`src/source/tscPkg.sv`:
```
// Shared widths, ISA encodings and ALU operation codes, imported by every CPU RTL file
`default_nettype none

package tscPkg;

    // Data and address width fixed by the instruction encoding
    parameter int WordWidth = 16;

    typedef logic [WordWidth-1:0] wordT;
    typedef logic [1:0]           regAddrT;

    // Primary opcode in bits 15:12
    typedef enum logic [3:0] {
        opBne   = 4'd0,
        opBeq   = 4'd1,
        opAdi   = 4'd4,
        opLhi   = 4'd6,
        opLwd   = 4'd7,
        opSwd   = 4'd8,
        opJmp   = 4'd9,
        opRtype = 4'd15
    } opcodeT;

    // Function field of the register group, bits 5:0
    typedef enum logic [5:0] {
        fnAdd = 6'd0,
        fnSub = 6'd1,
        fnAnd = 6'd2,
        fnOr  = 6'd3,
        fnWwd = 6'd28,
        fnHlt = 6'd29
    } funcT;

    typedef enum logic [2:0] {
        aluAdd,
        aluSub,
        aluAnd,
        aluOr,
        aluPassB,
        aluCmpEq,
        aluCmpNe
    } aluOpT;

    // Register group with an unused function, decodes to nothing
    parameter wordT bubbleInstr = 16'hFFFF;

endpackage

`default_nettype wire

```
`src/source/pipeIf.sv`:
```
// Decoded control bundle from the decode stage into ID/EX, one modport per side
`timescale 1ns/1ps
`default_nettype none

interface pipeIf import tscPkg::*; ();

    aluOpT   aluOp;
    logic    useImm;
    logic    loadHigh;
    logic    memRead;
    logic    memWrite;
    logic    regWrite;
    // High selects load data for write-back
    logic    regSrc;
    regAddrT dest;
    logic    isBranch;
    logic    isOut;
    logic    isHalt;
    // Low marks a bubble
    logic    valid;

    modport ctrl (
        output aluOp, useImm, loadHigh, memRead, memWrite, regWrite,
        output regSrc, dest, isBranch, isOut, isHalt, valid
    );

    modport exec (
        input aluOp, useImm, loadHigh, memRead, memWrite, regWrite,
        input regSrc, dest, isBranch, isOut, isHalt, valid
    );

endinterface

`default_nettype wire

```
`src/source/pipeCtrl.sv`:
```
// Decode stage control: instruction decoder, RAW hazard stall and IF/ID flush, jump resolve
`timescale 1ns/1ps
`default_nettype none

module pipeCtrl import tscPkg::*; (
    input  wire logic    Clk,
    input  wire logic    i_arstN,
    input  wire wordT    i_instr,
    input  wire wordT    i_ifIdPc,
    input  wire regAddrT i_exDest,
    input  wire regAddrT i_memDest,
    input  wire regAddrT i_wbDest,
    input  wire logic    i_exRegWrite,
    input  wire logic    i_memRegWrite,
    input  wire logic    i_wbRegWrite,
    input  wire logic    i_redirect,
    input  wire logic    i_halted,
    output logic         o_pcHold,
    output logic         o_ifIdFlush,
    output logic         o_jumpTaken,
    output wordT         o_jumpPc,
    pipeIf.ctrl          decBus
);

    //////////////////////////////////////////////////////////////////////
    // Field extraction and decode
    //////////////////////////////////////////////////////////////////////

    regAddrT rs;
    regAddrT rt;
    regAddrT rd;
    logic    useA;
    logic    useB;
    logic    isJump;
    logic    known;
    logic    hazard;
    logic    stall;

    assign rs = i_instr[11:10];
    assign rt = i_instr[9:8];
    assign rd = i_instr[7:6];

    always_comb begin
        decBus.aluOp    = aluAdd;
        decBus.useImm   = 1'b0;
        decBus.loadHigh = 1'b0;
        decBus.memRead  = 1'b0;
        decBus.memWrite = 1'b0;
        decBus.regWrite = 1'b0;
        decBus.regSrc   = 1'b0;
        decBus.dest     = rt;
        decBus.isBranch = 1'b0;
        decBus.isOut    = 1'b0;
        decBus.isHalt   = 1'b0;
        useA            = 1'b0;
        useB            = 1'b0;
        isJump          = 1'b0;
        known           = 1'b1;
        case (opcodeT'(i_instr[15:12]))
            opBne, opBeq: begin
                // Compare result bit 0 decides taken in execute
                decBus.aluOp    = (i_instr[15:12] == opBeq) ? aluCmpEq : aluCmpNe;
                decBus.isBranch = 1'b1;
                useA            = 1'b1;
                useB            = 1'b1;
            end
            opAdi: begin
                decBus.useImm   = 1'b1;
                decBus.regWrite = 1'b1;
                useA            = 1'b1;
            end
            opLhi: begin
                decBus.aluOp    = aluPassB;
                decBus.useImm   = 1'b1;
                decBus.loadHigh = 1'b1;
                decBus.regWrite = 1'b1;
            end
            opLwd: begin
                decBus.useImm   = 1'b1;
                decBus.memRead  = 1'b1;
                decBus.regWrite = 1'b1;
                decBus.regSrc   = 1'b1;
                useA            = 1'b1;
            end
            opSwd: begin
                // Address from rs, store data from rt
                decBus.useImm   = 1'b1;
                decBus.memWrite = 1'b1;
                useA            = 1'b1;
                useB            = 1'b1;
            end
            opJmp: isJump = 1'b1;
            opRtype: begin
                case (funcT'(i_instr[5:0]))
                    fnAdd, fnSub, fnAnd, fnOr: begin
                        decBus.aluOp    = aluOpT'(i_instr[2:0]);
                        decBus.regWrite = 1'b1;
                        decBus.dest     = rd;
                        useA            = 1'b1;
                        useB            = 1'b1;
                    end
                    fnWwd: begin
                        decBus.isOut = 1'b1;
                        useA         = 1'b1;
                    end
                    fnHlt:   decBus.isHalt = 1'b1;
                    // Bubble and unused functions
                    default: known = 1'b0;
                endcase
            end
            default: known = 1'b0;
        endcase
    end

    //////////////////////////////////////////////////////////////////////
    // Hazard, stall and flush
    //////////////////////////////////////////////////////////////////////

    // Producer still in EX, MEM or WB, no forwarding
    assign hazard = (useA && ((i_exRegWrite  && i_exDest  == rs) ||
                              (i_memRegWrite && i_memDest == rs) ||
                              (i_wbRegWrite  && i_wbDest  == rs))) ||
                    (useB && ((i_exRegWrite  && i_exDest  == rt) ||
                              (i_memRegWrite && i_memDest == rt) ||
                              (i_wbRegWrite  && i_wbDest  == rt)));

    // Branch redirect flushes decode anyway
    assign stall = hazard && !i_redirect;

    // Branch redirect outranks a jump in decode
    assign o_jumpTaken = isJump && !i_redirect;
    assign o_jumpPc    = {i_ifIdPc[15:12], i_instr[11:0]};

    assign o_pcHold    = stall;
    assign o_ifIdFlush = i_redirect || o_jumpTaken;

    assign decBus.valid = known && !stall && !i_redirect && !i_halted;

    // IF/ID cannot be held and flushed in one cycle
    assert property (@(posedge Clk) disable iff (!i_arstN) !(o_pcHold && o_ifIdFlush));

    // Stalled instruction never enters execute
    assert property (@(posedge Clk) disable iff (!i_arstN) hazard |-> !decBus.valid);

endmodule

`default_nettype wire

```
`src/source/fetchUnit.sv`:
```
// Fetch stage: program counter, next-PC priority and the IF/ID pipeline register
`timescale 1ns/1ps
`default_nettype none

module fetchUnit import tscPkg::*; #(
    parameter wordT ResetPc = '0
) (
    input  wire logic Clk,
    input  wire logic i_arstN,
    input  wire logic i_hold,
    input  wire logic i_halted,
    input  wire logic i_redirect,
    input  wire logic i_jumpTaken,
    input  wire wordT i_redirectPc,
    input  wire wordT i_jumpPc,
    input  wire wordT i_instData,
    input  wire logic i_flushIfId,
    output wordT      o_instAddr,
    output wordT      o_ifIdInstr,
    output wordT      o_ifIdPc
);

    wordT pc;
    wordT nextPc;

    assign o_instAddr = pc;

    // Execute redirect first, then decode jump, else sequential
    always_comb begin
        if (i_redirect) begin
            nextPc = i_redirectPc;
        end else if (i_jumpTaken) begin
            nextPc = i_jumpPc;
        end else begin
            nextPc = pc + WordWidth'(1);
        end
    end

    always_ff @(posedge Clk or negedge i_arstN) begin
        if (!i_arstN) begin
            pc <= ResetPc;
        end else if (!i_hold && !i_halted) begin
            pc <= nextPc;
        end
    end

    // IF/ID starts as a bubble
    always_ff @(posedge Clk or negedge i_arstN) begin
        if (!i_arstN) begin
            o_ifIdInstr <= bubbleInstr;
            o_ifIdPc    <= '0;
        end else if (!i_halted) begin
            if (i_flushIfId) begin
                o_ifIdInstr <= bubbleInstr;
            end else if (!i_hold) begin
                o_ifIdInstr <= i_instData;
                o_ifIdPc    <= pc;
            end
        end
    end

endmodule

`default_nettype wire

```
`src/source/regFile.sv`:
```
// Four-entry register file, two combinational read ports and one write port at the clock edge
`timescale 1ns/1ps
`default_nettype none

module regFile import tscPkg::*; (
    input  wire logic    Clk,
    input  wire logic    i_arstN,
    input  wire regAddrT i_rdAddrA,
    input  wire regAddrT i_rdAddrB,
    input  wire regAddrT i_wrAddr,
    input  wire logic    i_wrEn,
    input  wire wordT    i_wrData,
    output wordT         o_rdDataA,
    output wordT         o_rdDataB
);

    wordT regs [4];

    // No write-through, a write is seen the cycle after
    assign o_rdDataA = regs[i_rdAddrA];
    assign o_rdDataB = regs[i_rdAddrB];

    always_ff @(posedge Clk or negedge i_arstN) begin
        if (!i_arstN) begin
            for (int i = 0; i < 4; i++) begin
                regs[i] <= '0;
            end
        end else if (i_wrEn) begin
            regs[i_wrAddr] <= i_wrData;
        end
    end

endmodule

`default_nettype wire

```
`src/source/execStage.sv`:
```
// Execute stage: ID/EX register, operand select, ALU, branch resolve, halt flag and EX/MEM register
`timescale 1ns/1ps
`default_nettype none

module execStage import tscPkg::*; (
    input  wire logic Clk,
    input  wire logic i_arstN,
    pipeIf.exec       decBus,
    input  wire wordT i_srcA,
    input  wire wordT i_srcB,
    input  wire wordT i_imm,
    input  wire wordT i_pc,
    output logic      o_redirect,
    output wordT      o_redirectPc,
    output regAddrT   o_exDest,
    output regAddrT   o_memDest,
    output logic      o_exRegWrite,
    output logic      o_memRegWrite,
    output logic      o_outValid,
    output wordT      o_outWord,
    output logic      o_halted,
    output wordT      o_memAluResult,
    output wordT      o_memStoreData,
    output logic      o_memRead,
    output logic      o_memWrite,
    output logic      o_memRegSrc
);

    //////////////////////////////////////////////////////////////////////
    // ID/EX register
    //////////////////////////////////////////////////////////////////////

    logic    idExValid;
    logic    idExRegWrite;
    logic    idExMemRead;
    logic    idExMemWrite;
    logic    idExIsBranch;
    logic    idExIsOut;
    logic    idExIsHalt;
    aluOpT   idExAluOp;
    logic    idExUseImm;
    logic    idExLoadHigh;
    logic    idExRegSrc;
    wordT    srcA;
    wordT    srcB;
    wordT    imm;
    wordT    pc;
    logic    haltNow;
    logic    idExLoad;
    wordT    opB;
    wordT    aluResult;

    assign haltNow  = idExValid && idExIsHalt;
    // HLT stays parked in execute
    assign idExLoad = !o_halted && !haltNow;

    always_ff @(posedge Clk or negedge i_arstN) begin
        if (!i_arstN) begin
            idExValid    <= 1'b0;
            idExRegWrite <= 1'b0;
            idExMemRead  <= 1'b0;
            idExMemWrite <= 1'b0;
            idExIsBranch <= 1'b0;
            idExIsOut    <= 1'b0;
            idExIsHalt   <= 1'b0;
        end else if (idExLoad) begin
            // Wrong-path decode slot dies on redirect
            idExValid    <= decBus.valid && !o_redirect;
            idExRegWrite <= decBus.regWrite;
            idExMemRead  <= decBus.memRead;
            idExMemWrite <= decBus.memWrite;
            idExIsBranch <= decBus.isBranch;
            idExIsOut    <= decBus.isOut;
            idExIsHalt   <= decBus.isHalt;
        end
    end

    always_ff @(posedge Clk) begin
        if (idExLoad) begin
            idExAluOp    <= decBus.aluOp;
            idExUseImm   <= decBus.useImm;
            idExLoadHigh <= decBus.loadHigh;
            idExRegSrc   <= decBus.regSrc;
            o_exDest     <= decBus.dest;
            srcA         <= i_srcA;
            srcB         <= i_srcB;
            imm          <= i_imm;
            pc           <= i_pc;
        end
    end

    //////////////////////////////////////////////////////////////////////
    // Operands, ALU and branch
    //////////////////////////////////////////////////////////////////////

    // LHI puts the immediate byte on top
    assign opB = !idExUseImm ? srcB : idExLoadHigh ? {imm[7:0], 8'h00} : imm;

    always_comb begin
        case (idExAluOp)
            aluAdd:   aluResult = srcA + opB;
            aluSub:   aluResult = srcA - opB;
            aluAnd:   aluResult = srcA & opB;
            aluOr:    aluResult = srcA | opB;
            aluPassB: aluResult = opB;
            aluCmpEq: aluResult = WordWidth'(srcA == opB);
            aluCmpNe: aluResult = WordWidth'(srcA != opB);
            default:  aluResult = '0;
        endcase
    end

    // Predicted not taken, so only a taken branch redirects
    assign o_redirect   = idExValid && idExIsBranch && aluResult[0];
    assign o_redirectPc = pc + WordWidth'(1) + imm;

    assign o_exRegWrite = idExValid && idExRegWrite;

    // WWD shows rs for its one execute cycle
    assign o_outValid = idExValid && idExIsOut;
    assign o_outWord  = srcA;

    // Sticky until reset
    always_ff @(posedge Clk or negedge i_arstN) begin
        if (!i_arstN) begin
            o_halted <= 1'b0;
        end else if (haltNow) begin
            o_halted <= 1'b1;
        end
    end

    //////////////////////////////////////////////////////////////////////
    // EX/MEM register
    //////////////////////////////////////////////////////////////////////

    always_ff @(posedge Clk or negedge i_arstN) begin
        if (!i_arstN) begin
            o_memRegWrite <= 1'b0;
            o_memRead     <= 1'b0;
            o_memWrite    <= 1'b0;
        end else begin
            o_memRegWrite <= o_exRegWrite;
            o_memRead     <= idExValid && idExMemRead;
            o_memWrite    <= idExValid && idExMemWrite;
        end
    end

    always_ff @(posedge Clk) begin
        o_memDest      <= o_exDest;
        o_memRegSrc    <= idExRegSrc;
        o_memAluResult <= aluResult;
        o_memStoreData <= srcB;
    end

endmodule

`default_nettype wire

```
`src/source/memWbStage.sv`:
```
// Memory and write-back stages: data port drive from EX/MEM, MEM/WB register and write-back mux
`timescale 1ns/1ps
`default_nettype none

module memWbStage import tscPkg::*; (
    input  wire logic    Clk,
    input  wire logic    i_arstN,
    input  wire wordT    i_aluResult,
    input  wire wordT    i_storeData,
    input  wire logic    i_memRead,
    input  wire logic    i_memWrite,
    input  wire logic    i_regSrc,
    input  wire logic    i_regWrite,
    input  wire regAddrT i_dest,
    input  wire wordT    i_readData,
    output wordT         o_dataAddr,
    output wordT         o_dataWdata,
    output logic         o_dataRead,
    output logic         o_dataWrite,
    output regAddrT      o_wbDest,
    output logic         o_wbRegWrite,
    output wordT         o_wbData
);

    wordT wbLoadData;
    wordT wbAluResult;
    logic wbRegSrc;

    // Single-cycle port, read data returns in the same cycle
    assign o_dataAddr  = i_aluResult;
    assign o_dataWdata = i_storeData;
    assign o_dataRead  = i_memRead;
    assign o_dataWrite = i_memWrite;

    always_ff @(posedge Clk or negedge i_arstN) begin
        if (!i_arstN) begin
            o_wbRegWrite <= 1'b0;
        end else begin
            o_wbRegWrite <= i_regWrite;
        end
    end

    always_ff @(posedge Clk) begin
        o_wbDest    <= i_dest;
        wbRegSrc    <= i_regSrc;
        wbLoadData  <= i_readData;
        wbAluResult <= i_aluResult;
    end

    // Write-back select
    assign o_wbData = wbRegSrc ? wbLoadData : wbAluResult;

    assert property (@(posedge Clk) disable iff (!i_arstN) !(o_dataRead && o_dataWrite));

endmodule

`default_nettype wire

```
`src/source/tscCpu.sv`:
```
// Top level of the five-stage pipelined CPU, memories and output port attach here
`timescale 1ns/1ps
`default_nettype none

module tscCpu import tscPkg::*; #(
    parameter logic [WordWidth-1:0] ResetPc = '0
) (
    input  wire logic                 Clk,
    input  wire logic                 i_arstN,
    output logic [WordWidth-1:0]      o_instAddr,
    input  wire logic [WordWidth-1:0] i_instData,
    output logic [WordWidth-1:0]      o_dataAddr,
    output logic [WordWidth-1:0]      o_dataWdata,
    input  wire logic [WordWidth-1:0] i_dataRdata,
    output logic                      o_dataRead,
    output logic                      o_dataWrite,
    output logic                      o_outValid,
    output logic [15:0]               o_outPort,
    output logic                      o_halted
);

    //////////////////////////////////////////////////////////////////////
    // Stage-to-stage nets
    //////////////////////////////////////////////////////////////////////

    wordT    ifIdInstr;
    wordT    ifIdPc;
    logic    pcHold;
    logic    ifIdFlush;
    logic    jumpTaken;
    wordT    jumpPc;
    logic    redirect;
    wordT    redirectPc;
    wordT    rdDataA;
    wordT    rdDataB;
    regAddrT exDest;
    regAddrT memDest;
    regAddrT wbDest;
    logic    exRegWrite;
    logic    memRegWrite;
    logic    wbRegWrite;
    wordT    wbData;
    wordT    memAluResult;
    wordT    memStoreData;
    logic    memRead;
    logic    memWrite;
    logic    memRegSrc;

    pipeIf decBus ();

    //////////////////////////////////////////////////////////////////////
    // Instances
    //////////////////////////////////////////////////////////////////////

    pipeCtrl ctrl (
        .Clk           (Clk),
        .i_arstN       (i_arstN),
        .i_instr       (ifIdInstr),
        .i_ifIdPc      (ifIdPc),
        .i_exDest      (exDest),
        .i_memDest     (memDest),
        .i_wbDest      (wbDest),
        .i_exRegWrite  (exRegWrite),
        .i_memRegWrite (memRegWrite),
        .i_wbRegWrite  (wbRegWrite),
        .i_redirect    (redirect),
        .i_halted      (o_halted),
        .o_pcHold      (pcHold),
        .o_ifIdFlush   (ifIdFlush),
        .o_jumpTaken   (jumpTaken),
        .o_jumpPc      (jumpPc),
        .decBus        (decBus.ctrl)
    );

    fetchUnit #(
        .ResetPc (ResetPc)
    ) fetch (
        .Clk          (Clk),
        .i_arstN      (i_arstN),
        .i_hold       (pcHold),
        .i_halted     (o_halted),
        .i_redirect   (redirect),
        .i_jumpTaken  (jumpTaken),
        .i_redirectPc (redirectPc),
        .i_jumpPc     (jumpPc),
        .i_instData   (i_instData),
        .i_flushIfId  (ifIdFlush),
        .o_instAddr   (o_instAddr),
        .o_ifIdInstr  (ifIdInstr),
        .o_ifIdPc     (ifIdPc)
    );

    // rs and rt fields read in decode
    regFile rf (
        .Clk       (Clk),
        .i_arstN   (i_arstN),
        .i_rdAddrA (ifIdInstr[11:10]),
        .i_rdAddrB (ifIdInstr[9:8]),
        .i_wrAddr  (wbDest),
        .i_wrEn    (wbRegWrite),
        .i_wrData  (wbData),
        .o_rdDataA (rdDataA),
        .o_rdDataB (rdDataB)
    );

    execStage exec (
        .Clk            (Clk),
        .i_arstN        (i_arstN),
        .decBus         (decBus.exec),
        .i_srcA         (rdDataA),
        .i_srcB         (rdDataB),
        .i_imm          ({{8{ifIdInstr[7]}}, ifIdInstr[7:0]}),
        .i_pc           (ifIdPc),
        .o_redirect     (redirect),
        .o_redirectPc   (redirectPc),
        .o_exDest       (exDest),
        .o_memDest      (memDest),
        .o_exRegWrite   (exRegWrite),
        .o_memRegWrite  (memRegWrite),
        .o_outValid     (o_outValid),
        .o_outWord      (o_outPort),
        .o_halted       (o_halted),
        .o_memAluResult (memAluResult),
        .o_memStoreData (memStoreData),
        .o_memRead      (memRead),
        .o_memWrite     (memWrite),
        .o_memRegSrc    (memRegSrc)
    );

    memWbStage memWb (
        .Clk          (Clk),
        .i_arstN      (i_arstN),
        .i_aluResult  (memAluResult),
        .i_storeData  (memStoreData),
        .i_memRead    (memRead),
        .i_memWrite   (memWrite),
        .i_regSrc     (memRegSrc),
        .i_regWrite   (memRegWrite),
        .i_dest       (memDest),
        .i_readData   (i_dataRdata),
        .o_dataAddr   (o_dataAddr),
        .o_dataWdata  (o_dataWdata),
        .o_dataRead   (o_dataRead),
        .o_dataWrite  (o_dataWrite),
        .o_wbDest     (wbDest),
        .o_wbRegWrite (wbRegWrite),
        .o_wbData     (wbData)
    );

endmodule

`default_nettype wire

```
`config.mk`:
```
export PLATFORM = sky130hd
export DESIGN_NAME = tscCpu
export DESIGN_NICKNAME = d
export VERILOG_FILES = /design/src/source/tscPkg.sv /design/src/source/pipeIf.sv /design/src/source/pipeCtrl.sv /design/src/source/fetchUnit.sv /design/src/source/regFile.sv /design/src/source/execStage.sv /design/src/source/memWbStage.sv /design/src/source/tscCpu.sv
export SDC_FILE = /design/constraint.sdc
export NUM_CORES = 1
export LEC_CHECK = 0
export BUFFER_PORTS_ARGS = -buffer_cell sky130_fd_sc_hd__buf_4
export CORE_MARGIN = 8
export CORE_UTILIZATION = 35
export CTS_CLUSTER_DIAMETER = 120
export CTS_CLUSTER_SIZE = 25
export DETAILED_ROUTE_END_ITERATION = 8
export PLACE_DENSITY = 0.54
export RECOVER_POWER = 25
export SYNTH_ARGS = -nofsm -noshare
export SYNTH_HDL_FRONTEND = slang
export SYNTH_SLANG_ARGS = --single-unit
```
`constraint.sdc`:
```
create_clock -name Clk -period 10.3 [get_ports Clk]
set_input_delay 2.06 -clock Clk [delete_from_list [all_inputs] [get_ports Clk]]
set_output_delay 2.06 -clock Clk [all_outputs]
set_load 0.01 [all_outputs]
```
==> impl_metrics.env <==
export IMPL_status="completed"
export IMPL_grt_max_degree=67
export IMPL_dieWidth_um=208
export IMPL_cts_buffer_depth=3
export IMPL_skew_ps=24.7
export IMPL_async_flop_share=0.481
export IMPL_post_cts_buffers=0
export IMPL_min_period_ps=5000
export IMPL_finalHoldViolations=0
export IMPL_stdcell_count=1748
export IMPL_layout_drive_gt1_share=0.159
export IMPL_hpwl_mm=25.5
export IMPL_crit_top_cell="buf_4"
export IMPL_final_util=0.396
export IMPL_seq_area_frac_synth=0.501
export IMPL_crit_chain="nor2b_1, a21oi_1, nand2_1, o21ai_0, ha_1, nor3_1, nand3_1, or2_1, a211oi_2, nor2_2, buf_4, nor4_4, buf_4, mux2_4"
export IMPL_drt_wirelength_per_cell_um=20.1
export IMPL_tightest_slew_ps=1460
export IMPL_yosysMostFrequentCell="nand2_1"
export IMPL_power_density_nw_per_um2=358
export IMPL_viasPerCell=5.28
export IMPL_antenna_found_initial=2
export IMPL_cpMaxStageDelayCell="edfxtp_1"
export IMPL_maxSlewHeadroom=0.0266
export IMPL_finalSetupTns_ps=0
export IMPL_drv_cap=0
export IMPL_routabilityCongestion=0.888
export IMPL_synth_edff_count=64
export IMPL_grt_pass1_vias=8994
export IMPL_place_port_buffers=101
export IMPL_report_final_slew_viol_count=0
export IMPL_ys_warn_count=0
export IMPL_synth_nets=1314
export IMPL_die_area_um2=43200
export IMPL_antennaDiodeCount=0
export IMPL_cts_inserted_buffers=14
export IMPL_synthTopCellsByCount="124 x nand2_1, 116 x o21ai_0, 108 x dfrtp_1"
export IMPL_fin_area_um2=14400
export IMPL_ios=102
export IMPL_synth_flop_cell="dfrtp_1"
export IMPL_critPathRequiredTime_ps=10680
export IMPL_drtPass1Iterations=5
export IMPL_dpl_instance_area_um2=14000
export IMPL_final_nets=1372
export IMPL_clock_latency_ps=500
export IMPL_p_leak_nw=5.98
export IMPL_wirelength_mm=35.1
export IMPL_remaining_drc_errors=0
export IMPL_clk_pin_slew_ps=110
export IMPL_htree_levels=1
export IMPL_setup_viol_count_final=0
export IMPL_hold_class="reg2reg"
export IMPL_tritoncts="done"
export IMPL_area_growth_pct=12.0
export IMPL_max_stage_delay_ps=740
export IMPL_yosys_area_top_type_share=0.210
export IMPL_syn_area_um2=12900
export IMPL_drt_iter0_drc=644
export IMPL_die_h_um=208
export IMPL_rsz0062_at_grt="no"
export IMPL_max_freq_ghz=0.200
export IMPL_startpoint_type="flop"
export IMPL_initial_core_util=0.353
export IMPL_ys_ff_latch=258
export IMPL_synth_area_top_cells="dfrtp_1 21%, edfxtp_1 15%, dfxtp_1 11%"
export IMPL_post_cts_resized=0
export IMPL_vias=9224
export IMPL_worstPathMaxFanout=29
export IMPL_syn_area_per_cell_um2=10.6
export IMPL_end_kind="flop"
export IMPL_grt_pass1_wl_mm=54.6
export IMPL_finalPower_w=0.00516
export IMPL_num_rows=70
export IMPL_grt_overflow=0
export IMPL_period_share=0.486
export IMPL_cts_hold_buf=0
export IMPL_crit_arrival_ps=5380
export IMPL_cts_root_buffer="clkbuf_16"
export IMPL_netlist_top_cell_by_area="dfrtp_1"
export IMPL_vdd_drop_max_v=0.000105
export IMPL_place_inst=1724
export IMPL_cts_sinks=258
export IMPL_yosysUniqueCellTypes=71
export IMPL_synth_cells=1214
export IMPL_grt_usage=0.159
export IMPL_critPathKind="reg2reg"
export IMPL_ant_nets=0
export IMPL_fp_coreArea_um2=36400
[cell families (layout without fill, tap and decap cells)]
| family | Yosys count | in the layout | synth area share |
|---|---|---|---|
| and+or+nand+nor | 317 | 317 | 0.115 |
| AOI/OAI and AO/OA | 305 | 305 | 0.143 |
| DFF | 258 | 258 | 0.501 |
| buffers and inverters | 139 | 205 | 0.0440 |
| muxes | 84 | 84 | 0.101 |
| adders and majority gates | 66 | 66 | 0.0659 |
| xor gates and xnor gates | 45 | 45 | 0.0306 |
[power by group]
group,internal (W),total [W],switching (W)
clock,0.000277,0.000614,0.000337
combinational,0.00112,0.00247,0.00135
sequential,0.00154,0.00208,0.000539
[per-layer routing]
layer  track usage  part of all wire  up-vias  wire length, um
li1              -                 -     4421                -
met1         0.226              0.48     4549            17000
met2         0.254              0.46      209            16100
met3        0.0151             0.033       45             1160
met4        0.0458             0.025        0              875
met5             0                 0        -                0
[layout make-up]
type | instances | area, um2
multi-input cells | 817 | 5870
flip-flops and latches | 258 | 6450
clock buffers | 22 | 402
inverters | 69 | 259
well taps | 468 | 586
clock inverters | 2 | 20.0
fillers | 3578 | 22000
repair buffers | 112 | 837
[registers in the layout, indices dropped and copies added, names as in the netlist, 2 cells and up]
name / flops
exec.o_memStoreData: 16
rf.regs: 64
exec.o_exDest: 2
exec.o_memAluResult: 16
exec.o_memDest: 2
memWb.wbAluResult: 16
exec.idExAluOp: 3
memWb.o_wbDest: 2
exec.imm: 8
fetch.o_instAddr: 16
exec.pc: 16
exec.o_outWord: 16
memWb.wbLoadData: 16
exec.srcB: 16
fetch.o_ifIdInstr: 16
fetch.o_ifIdPc: 16
[final timing paths]
path / start / endpoint / slack [ps] / cells past startpoint
setup / recovery: exec.imm[7] / fetch.o_ifIdPc[12] / 5300 / 14
hold / removal: exec.o_memRegSrc / memWb.wbRegSrc / 360 / 0
setup reg to reg: exec.imm[7] / fetch.o_ifIdPc[12] / 5300 / 14
hold reg to reg: exec.o_memRegSrc / memWb.wbRegSrc / 360 / 0
max in group asynchronous: i_arstN / rf.regs[41] / 7320 / 2
min in group asynchronous: i_arstN / exec.idExRegWrite / 1630 / 1
[worst max-delay path: cells and delay by family, from the launching register on]
| family | cells | cell delay (ps) |
|---|---|---|
| AND/OR/NAND/NOR | 7 | 2060 |
| flip-flops | 1 | 740 |
| buffers and inverters | 2 | 570 |
| multiplexers | 1 | 320 |
| AO/OA/AOI/OAI | 3 | 700 |
| adder cells (fa/ha/maj) | 1 | 490 |
[through the flow]
stage | worst slack, ps | hold WS [ps]
final | 5300 | 355
after global routing | 5000 | 359
after CTS | 5300 | 359
after detailed placement | 5330 | 324
after global placement | 5530 | 315
after floorplan | 6660 | 310
[cell usage in the layout, fill, tap and decap left out, types with 6 or more instances in the layout]
cell,netlist,routed
o31ai_1,6,6
a21o_1,10,10
nor2b_1,20,20
nand3_1,19,19
or3_1,9,9
nand2_1,124,124
dfstp_2,16,6
nor3_1,14,14
o21ai_0,116,116
ha_1,63,63
nor2_1,79,79
mux2i_1,32,32
clkbuf_1,39,8
buf_4,1,111
o21a_1,6,6
mux4_2,32,32
inv_1,69,68
nand2b_1,7,7
dfxtp_1,70,70
a31oi_1,9,9
xnor2_1,35,35
a22oi_1,9,9
nand4_1,7,7
a211oi_1,17,17
dfstp_1,0,10
edfxtp_1,64,64
clkbuf_16,0,15
dfrtp_1,108,108
mux2_2,11,11
o211ai_1,10,10
and3_1,8,8
a21oi_1,83,83
xor2_1,10,10
mux2_4,9,9
o22ai_1,8,8
Power figures use the tool's default switching activity.
